### src/core_params.svh
/* core-wide sizes and reset values for the RV32I multicycle core
   include wherever a width or the reset PC is needed */
`ifndef CORE_PARAMS_SVH
`define CORE_PARAMS_SVH

// data and address width
`define XLEN 32

// architectural registers, x0 included
`define REG_COUNT 32

// bits of a register index
`define REG_IDX_W 5

// first fetch address after reset
`define RESET_PC 32'h0000_0000

`endif
### src/core_pkg.sv
/* types private to the core: cycle state and the compare flags
   produced by the ALU subtractor */
package corePkg;

  // one instruction walks through all four states
  typedef enum logic [1:0] {
    FETCH_INSTR = 2'd0, // memEn high, address = pc
    WAIT_INSTR  = 2'd1, // memDout valid, latched at the end
    FETCH_REGS  = 2'd2, // register file read
    EXECUTE     = 2'd3  // alu, write-back, pc update
  } cycleStateT;

  // compare results from the single 33-bit subtraction
  typedef struct packed {
    logic eq;  // a == b
    logic lt;  // signed a < b
    logic ltu; // unsigned a < b
  } cmpFlagsT;

endpackage

### src/rv_isa_pkg.sv
/* RISC-V RV32I encoding types shared by the decoder, the ALU and the core
   opcodes, funct3 codes, word and index types */
`include "core_params.svh"

package rvIsaPkg;

  typedef logic [`XLEN-1:0] wordT;       // data and address word
  typedef logic [`REG_IDX_W-1:0] regIdxT; // x0..x31

  // major opcodes, instr[6:0]
  typedef enum logic [6:0] {
    ALUREG = 7'b0110011, // rd <- rs1 op rs2
    ALUIMM = 7'b0010011, // rd <- rs1 op immI
    BRANCH = 7'b1100011, // pc <- pc + immB when taken
    JALR   = 7'b1100111, // rd <- pc + 4, pc <- rs1 + immI
    JAL    = 7'b1101111, // rd <- pc + 4, pc <- pc + immJ
    AUIPC  = 7'b0010111, // rd <- pc + immU
    LUI    = 7'b0110111, // rd <- immU
    LOAD   = 7'b0000011, // no data memory here
    STORE  = 7'b0100011,
    SYSTEM = 7'b1110011  // ecall / ebreak, treated as nop
  } opcodeT;

  // ALU function codes
  typedef enum logic [2:0] {
    F3_ADD  = 3'b000, // add / sub
    F3_SLL  = 3'b001,
    F3_SLT  = 3'b010,
    F3_SLTU = 3'b011,
    F3_XOR  = 3'b100,
    F3_SR   = 3'b101, // srl / sra by instr[30]
    F3_OR   = 3'b110,
    F3_AND  = 3'b111
  } aluFunct3T;

  // branch conditions, 010 and 011 unused
  typedef enum logic [2:0] {
    BR_EQ  = 3'b000,
    BR_NE  = 3'b001,
    BR_LT  = 3'b100,
    BR_GE  = 3'b101,
    BR_LTU = 3'b110,
    BR_GEU = 3'b111
  } branchFunct3T;

  // immediate formats kept by this core, S-type gone with stores
  typedef enum logic [1:0] {
    IMM_I,
    IMM_B,
    IMM_J,
    IMM_U
  } immKindT;

endpackage

### src/processor_core.sv
/* multicycle RV32I core, four cycles per instruction
   fetches over a plain read-enable port and shows the last register write */
`include "core_params.svh"

module processorCore (
  input  logic           clk,
  input  logic           resetn,
  input  rvIsaPkg::wordT memDout,
  output rvIsaPkg::wordT memAddr,
  output logic           memEn,
  output rvIsaPkg::wordT lastWriteData
);

  corePkg::cycleStateT state;
  rvIsaPkg::wordT      pc;
  rvIsaPkg::wordT      instrReg;

  // decoder outputs
  logic isAluReg, isBranch, isJalr, isJal;
  logic isAuipc, isLui, isLoad, isStore, isSystem;
  rvIsaPkg::regIdxT rs1Idx, rs2Idx, rdIdx;
  logic [2:0]       funct3;
  logic             subOrArith;
  rvIsaPkg::wordT   immI, immB, immJ, immU;

  rvIsaPkg::wordT    rs1Data, rs2Data;
  rvIsaPkg::wordT    operandB;
  rvIsaPkg::wordT    aluResult, sumResult;
  logic              branchTaken;
  rvIsaPkg::immKindT pcImmKind;
  rvIsaPkg::wordT    pcImm, pcPlusImm, pcPlus4, nextPc;
  rvIsaPkg::wordT    writeData;
  logic              writeEn;

  instrDecoder decodeInst (
    .instrWord(instrReg), .isAluReg(isAluReg), .isAluImm(),
    .isBranch(isBranch), .isJalr(isJalr), .isJal(isJal), .isAuipc(isAuipc),
    .isLui(isLui), .isLoad(isLoad), .isStore(isStore), .isSystem(isSystem),
    .rs1Idx(rs1Idx), .rs2Idx(rs2Idx), .rdIdx(rdIdx), .funct3(funct3),
    .subOrArith(subOrArith), .immI(immI), .immB(immB), .immJ(immJ), .immU(immU)
  );

  regFile regsInst (
    .clk(clk), .resetn(resetn),
    .readEn(state == corePkg::FETCH_REGS), .writeEn(writeEn),
    .rs1Idx(rs1Idx), .rs2Idx(rs2Idx), .rdIdx(rdIdx),
    .writeData(writeData), .rs1Data(rs1Data), .rs2Data(rs2Data)
  );

  // rs2 for register ops and branch compares, immI for the rest
  assign operandB = (isAluReg || isBranch) ? rs2Data : immI;

  alu aluInst (
    .operandA(rs1Data), .operandB(operandB), .funct3(funct3),
    .subOrArith(subOrArith), .isAluReg(isAluReg), .isBranch(isBranch),
    .aluResult(aluResult), .sumResult(sumResult), .branchTaken(branchTaken)
  );

  // pc-relative offset: jal, auipc, else branch
  assign pcImmKind = isJal   ? rvIsaPkg::IMM_J :
                     isAuipc ? rvIsaPkg::IMM_U : rvIsaPkg::IMM_B;

  always_comb begin
    case (pcImmKind)
      rvIsaPkg::IMM_J: pcImm = immJ;
      rvIsaPkg::IMM_U: pcImm = immU;
      default:         pcImm = immB;
    endcase
  end

  assign pcPlusImm = pc + pcImm;
  assign pcPlus4   = pc + rvIsaPkg::wordT'(4);

  assign nextPc = (branchTaken || isJal) ? pcPlusImm :
                  isJalr                 ? {sumResult[`XLEN-1:1], 1'b0} : // target lsb cleared
                                           pcPlus4;

  assign writeData = (isJal || isJalr) ? pcPlus4 :   // link address
                     isLui             ? immU :
                     isAuipc           ? pcPlusImm :
                                         aluResult;

  // loads, stores and system write nothing back
  assign writeEn = (state == corePkg::EXECUTE) && !isBranch && !isStore
                   && !isLoad && !isSystem;

  always_ff @(posedge clk or negedge resetn) begin
    if (!resetn) begin
      state         <= corePkg::FETCH_INSTR;
      pc            <= `RESET_PC;
      lastWriteData <= '0;
    end else begin
      case (state)
        corePkg::FETCH_INSTR: state <= corePkg::WAIT_INSTR;
        corePkg::WAIT_INSTR:  state <= corePkg::FETCH_REGS;
        corePkg::FETCH_REGS:  state <= corePkg::EXECUTE;
        default: begin // execute
          pc    <= nextPc;
          state <= corePkg::FETCH_INSTR;
        end
      endcase
      if (writeEn && rdIdx != '0) begin
        lastWriteData <= writeData; // debug view of the write
      end
    end
  end

  // memory answers one cycle after memEn
  always_ff @(posedge clk) begin
    if (state == corePkg::WAIT_INSTR) begin
      instrReg <= memDout;
    end
  end

  assign memAddr = pc;
  assign memEn   = (state == corePkg::FETCH_INSTR);

endmodule

### src/reg_file.sv
/* 32 x 32 register file, one write port and two registered read ports
   cleared by reset, x0 reads as zero and ignores writes */
`include "core_params.svh"

module regFile (
  input  logic             clk,
  input  logic             resetn,
  input  logic             readEn,
  input  logic             writeEn,
  input  rvIsaPkg::regIdxT rs1Idx,
  input  rvIsaPkg::regIdxT rs2Idx,
  input  rvIsaPkg::regIdxT rdIdx,
  input  rvIsaPkg::wordT   writeData,
  output rvIsaPkg::wordT   rs1Data,
  output rvIsaPkg::wordT   rs2Data
);

  rvIsaPkg::wordT regs [`REG_COUNT];

  // write at the clock edge, x0 stays at its reset value
  always_ff @(posedge clk or negedge resetn) begin
    if (!resetn) begin
      for (int i = 0; i < `REG_COUNT; i++) begin
        regs[i] <= '0;
      end
    end else if (writeEn && rdIdx != '0) begin
      regs[rdIdx] <= writeData;
    end
  end

  // read ports, data valid the cycle after readEn
  always_ff @(posedge clk) begin
    if (readEn) begin
      rs1Data <= regs[rs1Idx];
      rs2Data <= regs[rs2Idx];
    end
  end

endmodule

### src/alu.sv
/* RV32I ALU: add/sub, one shifter for both directions, compares and logic
   also evaluates the branch condition from the same subtraction */
`include "core_params.svh"

module alu (
  input  rvIsaPkg::wordT operandA,
  input  rvIsaPkg::wordT operandB,
  input  logic [2:0]     funct3,
  input  logic           subOrArith,
  input  logic           isAluReg,
  input  logic           isBranch,
  output rvIsaPkg::wordT aluResult,
  output rvIsaPkg::wordT sumResult,
  output logic           branchTaken
);

  logic [`XLEN:0]   diffWide;   // a - b with borrow in the top bit
  corePkg::cmpFlagsT cmp;
  logic [4:0]       shamt;
  rvIsaPkg::wordT   shiftIn;
  logic [`XLEN:0]   shiftWide;  // sign bit prepended for sra
  rvIsaPkg::wordT   shiftRight;
  rvIsaPkg::wordT   shiftLeft;
  logic             condMet;

  // reverse bit order, lets the right shifter do left shifts too
  function automatic rvIsaPkg::wordT flipWord(input rvIsaPkg::wordT x);
    rvIsaPkg::wordT y;
    for (int i = 0; i < `XLEN; i++) begin
      y[i] = x[`XLEN-1-i];
    end
    return y;
  endfunction

  assign sumResult = operandA + operandB; // also jalr target, addi
  assign diffWide  = {1'b0, operandA} - {1'b0, operandB};

  assign cmp.eq  = (diffWide[`XLEN-1:0] == '0);
  assign cmp.ltu = diffWide[`XLEN]; // borrow out
  // signs differ: a negative means a < b; otherwise borrow decides
  assign cmp.lt  = (operandA[`XLEN-1] ^ operandB[`XLEN-1]) ? operandA[`XLEN-1]
                                                           : diffWide[`XLEN];

  assign shamt      = operandB[4:0]; // rs2 or the shamt field of immI
  assign shiftIn    = (funct3 == rvIsaPkg::F3_SLL) ? flipWord(operandA) : operandA;
  assign shiftWide  = $signed({subOrArith & operandA[`XLEN-1], shiftIn}) >>> shamt;
  assign shiftRight = shiftWide[`XLEN-1:0];
  assign shiftLeft  = flipWord(shiftRight);

  always_comb begin
    case (rvIsaPkg::aluFunct3T'(funct3))
      rvIsaPkg::F3_ADD:  aluResult = (subOrArith && isAluReg) ? diffWide[`XLEN-1:0]
                                                             : sumResult; // addi never subtracts
      rvIsaPkg::F3_SLL:  aluResult = shiftLeft;
      rvIsaPkg::F3_SLT:  aluResult = {{(`XLEN-1){1'b0}}, cmp.lt};
      rvIsaPkg::F3_SLTU: aluResult = {{(`XLEN-1){1'b0}}, cmp.ltu};
      rvIsaPkg::F3_XOR:  aluResult = operandA ^ operandB;
      rvIsaPkg::F3_SR:   aluResult = shiftRight; // srl or sra
      rvIsaPkg::F3_OR:   aluResult = operandA | operandB;
      default:           aluResult = operandA & operandB; // and
    endcase
  end

  always_comb begin
    case (rvIsaPkg::branchFunct3T'(funct3))
      rvIsaPkg::BR_EQ:  condMet = cmp.eq;
      rvIsaPkg::BR_NE:  condMet = ~cmp.eq;
      rvIsaPkg::BR_LT:  condMet = cmp.lt;
      rvIsaPkg::BR_GE:  condMet = ~cmp.lt;
      rvIsaPkg::BR_LTU: condMet = cmp.ltu;
      rvIsaPkg::BR_GEU: condMet = ~cmp.ltu;
      default:          condMet = 1'b0; // reserved funct3
    endcase
  end

  assign branchTaken = isBranch & condMet;

endmodule

### src/instr_decoder.sv
/* combinational decode of the latched instruction word
   gives class flags, register fields, funct bits and sign-extended immediates */
module instrDecoder (
  input  rvIsaPkg::wordT   instrWord,
  output logic             isAluReg,
  output logic             isAluImm,
  output logic             isBranch,
  output logic             isJalr,
  output logic             isJal,
  output logic             isAuipc,
  output logic             isLui,
  output logic             isLoad,
  output logic             isStore,
  output logic             isSystem,
  output rvIsaPkg::regIdxT rs1Idx,
  output rvIsaPkg::regIdxT rs2Idx,
  output rvIsaPkg::regIdxT rdIdx,
  output logic [2:0]       funct3,
  output logic             subOrArith,
  output rvIsaPkg::wordT   immI,
  output rvIsaPkg::wordT   immB,
  output rvIsaPkg::wordT   immJ,
  output rvIsaPkg::wordT   immU
);

  rvIsaPkg::opcodeT opcode;

  assign opcode = rvIsaPkg::opcodeT'(instrWord[6:0]);

  // one flag per instruction class
  assign isAluReg = (opcode == rvIsaPkg::ALUREG);
  assign isAluImm = (opcode == rvIsaPkg::ALUIMM);
  assign isBranch = (opcode == rvIsaPkg::BRANCH);
  assign isJalr   = (opcode == rvIsaPkg::JALR);
  assign isJal    = (opcode == rvIsaPkg::JAL);
  assign isAuipc  = (opcode == rvIsaPkg::AUIPC);
  assign isLui    = (opcode == rvIsaPkg::LUI);
  assign isLoad   = (opcode == rvIsaPkg::LOAD);
  assign isStore  = (opcode == rvIsaPkg::STORE);
  assign isSystem = (opcode == rvIsaPkg::SYSTEM);

  // register fields sit at fixed positions in every format
  assign rs1Idx = instrWord[19:15];
  assign rs2Idx = instrWord[24:20]; // also shamt for immediate shifts
  assign rdIdx  = instrWord[11:7];

  assign funct3     = instrWord[14:12];
  assign subOrArith = instrWord[30]; // funct7[5]: sub, sra, srai

  // I: 12-bit signed
  assign immI = {{21{instrWord[31]}}, instrWord[30:20]};

  // B: even offset, +-4 KiB
  assign immB = {{20{instrWord[31]}}, instrWord[7], instrWord[30:25],
                 instrWord[11:8], 1'b0};

  // J: even offset, +-1 MiB
  assign immJ = {{12{instrWord[31]}}, instrWord[19:12], instrWord[20],
                 instrWord[30:21], 1'b0};

  // U: upper 20 bits, low 12 zero
  assign immU = {instrWord[31:12], 12'b0};

endmodule

### config.mk
export PLATFORM = sky130hd
export DESIGN_NAME = processorCore
export DESIGN_NICKNAME = d
export VERILOG_FILES = /design/src/core_pkg.sv /design/src/rv_isa_pkg.sv /design/src/processor_core.sv /design/src/reg_file.sv /design/src/alu.sv /design/src/instr_decoder.sv
export VERILOG_INCLUDE_DIRS = /design/src
export SDC_FILE = /design/constraint.sdc
export NUM_CORES = 2
export LEC_CHECK = 0
export BUFFER_PORTS_ARGS = -buffer_cell sky130_fd_sc_hd__buf_2
export CAP_MARGIN = 20
export CORE_ASPECT_RATIO = 1.5
export CORE_MARGIN = 8
export CORE_UTILIZATION = 37
export DETAILED_ROUTE_END_ITERATION = 12
export GPL_ROUTABILITY_DRIVEN = 1
export PLACE_DENSITY_LB_ADDON = 0.1
export SLEW_MARGIN = 30
export SYNTH_ARGS = -nofsm -noshare
export SYNTH_HDL_FRONTEND = slang
export SYNTH_SLANG_ARGS = --single-unit
### constraint.sdc
create_clock -name clk -period 17.6 [get_ports clk]
set_input_delay 2.64 -clock clk [delete_from_list [all_inputs] [get_ports clk]]
set_output_delay 2.64 -clock clk [all_outputs]
set_load 0.1 [all_outputs]
==> summary.txt <==
Global route
  • Initial antenna violation count: 15
  • Grt ovf: 0
  • Vias in the first global route: between 50000 and 60000
  • Global-route wire length before repair: ~410000 um
  • All-Layer GR Usage: 0.274
  • Largest net degree at the start of global routing: 160

Clocking
  • CTS Hold Bufs: 0
  • Postcts setup bufs: 0
  • Clk Latency, worst-skew pair: about 770 ps
  • Clock root buffer: clkbuf_16
  • Num CTS Buffers: 120
  • Clock transition at path regs: 70 ps
  • H-tree levels: 3
  • CTS tree: built
  • Cts repair resizes: 0
  • Clock tree buffer depth: 3
  • Clock sink count: approximately 1200

Synthesis
  • Async SR Flop Fraction: 0.919
  • Syn Area/Cell: between 10 and 15 sq um
  • Register area share after synthesis: 0.432
  • Ys flop type: dfrtp_1
  • Ranking of synthesized cells by area: dfrtp_1 39%, mux4_2 21%, o21ai_0 6.5%
  • Yosys top cell area share: 0.390
  • Synth warn: 0
  • Netlist cell types: 100
  • Post-synth top cells: 1125 x nand2_1, 1089 x dfrtp_1, 906 x o21ai_0, 645 x mux4_2, 499 x clkbuf_1
  • Mapped Cells: around 6400
  • Mapped Area: 69800 sq um
  • #FFs+latches synth: ~1200
  • Post-synth EDFFs: between 90 and 100
  • Post-Syn Nets: about 6600
  • Top-count cell post-synth: nand2_1
  • Post-synth top area cell: dfrtp_1

Hold path
  • HP Class: flop to flop

Worst setup path
  • Startpoint Class: flop
  • CP max stage cell: a311oi_1
  • Crit-path cells: buf_4 -> nand4b_2 -> o31ai_2 -> and2_1 -> buf_4 -> clkinv_1 -> ha_1 -> or2_2 -> nor3_1 -> a211oi_2 -> o31ai_2 -> nor4_1 -> a311oi_1 -> and2_1 -> nand4_1 -> mux2i_2 -> o211ai_4 -> buf_4 -> mux2i_1 -> mux2_2
  • CP max stage delay: ~900 ps
  • Setup CP Type: flop to flop
  • Worst Setup End Kind: flop
  • Critical Path AT: 8870 ps
  • CP Data Required Time: approximately 18000 ps
  • Most frequent CP cell: buf_4
  • CP bufs+invs: 4
  • CP max FO: between 40 and 50
  • Top cell family by delay on the critical path: compound AO/OA/AOI/OAI gates

Route
  • DR vias: ~52000
  • DR vias/cell: roughly 6
  • Total Routed Length: 281000 um
  • Routed WL per cell: between 30 and 40 um
  • # DRC: 2
  • DR pass1 iterations: 10
  • ANT nets after route: 0
  • Initial drt markers: 4737

Placed design
  • RD Place Congestion: 1.05
  • DP Wirelength: 186000 um
  • Port bufs: between 90 and 100

STA
  • Period utilization: 0.468
  • Slew headroom: 0.268
  • Fin crit period: between 8000 and 9000 ps
  • Fmax: between 100 and 150 MHz
  • Setup TNS: 0 ps
  • Unrepaired setup endpoints after global routing: false
  • Setup Viol. Count Final: 0
  • Max-slew violation count: 0
  • Clock Skews: 45.8 ps
  • Worst-margin pin slew: 1090 ps
  • Final Hold Viols: 0

Layout
  • Layout area overhead: 10.6%
  • Final #Nets: around 6400
  • Share of layout cells above drive strength 1: 0.235
  • Final core occ: 0.411

Power and ir drop
  • Worst vdd rail ir drop: between 0.07 and 0.08 mV
  • Pwr per Cell Area: 71.6 nW/um^2
  • Leakage Power: about 33 nW

Status
  • Failing checks: design-rule violations
  • Outcome: finished, violations left

Floorplanning
  • Full die area: between 200000 and 250000 sq um
  • Initial Utilization: 0.372
  • CORE AREA: 188000 sq um
  • DIE HEIGHT: 548 um
  • DIE WIDTH: roughly 370 um
  • IO Count: about 100
  • Rows: 195

Flow run
  • Max Cap Viol: 0
## cell usage in the layout, fill, tap and decap left out, types with 123 or more instances in the layout
cell type  count
buf_4        159
a21oi_1      275
o21ai_0      901
nor2_1       270
dfrtp_1     1089
mux2_2       226
nand2_1     1093
clkbuf_16    123
ha_1         123
mux4_2       645
## per-stage QoR
step                      cells  hold WS (ps)  worst slack, ps  power [mW]  area [sq um]
after CTS                  8755           397             9480        5.60         77100
after global routing       8761           408             9070        5.71         77200
after floorplan            6408           441            12010        2.84         69800
final                      8767           392             9360        5.53         77300
after global placement     8528           376             9580        2.91         72900
after detailed placement   8532           383             9530        2.91         73100
## routing by layer
layer / wire (um) / vias up / global-route usage
li1: - / 22980 / -
met1: 113000 / 27215 / 0.347
met2: 138000 / 1760 / 0.464
met3: 14300 / 533 / 0.0339
met4: 16400 / 0 / 0.134
met5: 0 / - / 0
## cell families (layout without fill, tap and decap cells)
logic type	after synthesis	after routing	share of synthesized area
buffers and inverters	733	622	0.0406
DFF	1185	1185	0.432
muxes	983	983	0.261
adders and majority gates	127	127	0.0230
AOI/OAI and AO/OA	1609	1609	0.132
other	1	9	0.0000537
and+or+nand+nor	1659	1659	0.0977
xor gates and xnor gates	111	111	0.0140
## registers in the layout, indices dropped and copies added, names as in the netlist
| signal | flops |
|---|---|
| state | 2 |
| memAddr | 31 |
| regsInst.rs2Data | 32 |
| regsInst.rs1Data | 32 |
| instrReg | 32 |
| regsInst.regs | 1024 |
| lastWriteData | 32 |
## report_power, final
| part | total (mW) | switching, mW | internal [mW] |
|---|---|---|---|
| combinational | 0.0934 | 0.0752 | 0.0182 |
| sequential | 2.76 | 0.00574 | 2.76 |
| clock | 2.68 | 1.18 | 1.49 |
| total | 5.53 | 1.27 | 4.27 |
## worst paths after layout
path	endpoint	depth (start not counted)	slack, ps	startpoint
worst max-delay path	memAddr[4]	20	9360	instrReg[5]
worst min-delay path	regsInst.regs[1002]	0	390	regsInst.regs[1002]
worst max register to register	memAddr[4]	20	9360	instrReg[5]
worst min register to register	regsInst.regs[1002]	0	390	regsInst.regs[1002]
max in group asynchronous	regsInst.regs[925]	6	12830	resetn
min in group asynchronous	regsInst.regs[337]	1	1760	resetn
## worst reg2reg max path: stages (launching register included)
cell	delay, ps
edfxtp_1	330
buf_4	380
nand4b_2	300
o31ai_2	480
and2_1	200
buf_4	290
clkinv_1	700
ha_1	790
or2_2	420
nor3_1	250
a211oi_2	200
o31ai_2	800
nor4_1	110
a311oi_1	890
and2_1	240
nand4_1	240
mux2i_2	290
o211ai_4	170
buf_4	540
mux2i_1	220
mux2_2	280
## layout make-up
cell class	instances	area [sq um]
Fill cell	18143	111000
Sequential cell	1185	30100
Clock inverter	45	438
Clock buffer	178	3600
Inverter	126	478
Antenna cell	8	20.0
Timing Repair Buffer	273	2010
Tap cell	2462	3080
Multi-Input combinational cell	4490	37500
Note: power is estimated with default switching activity, not from simulation.
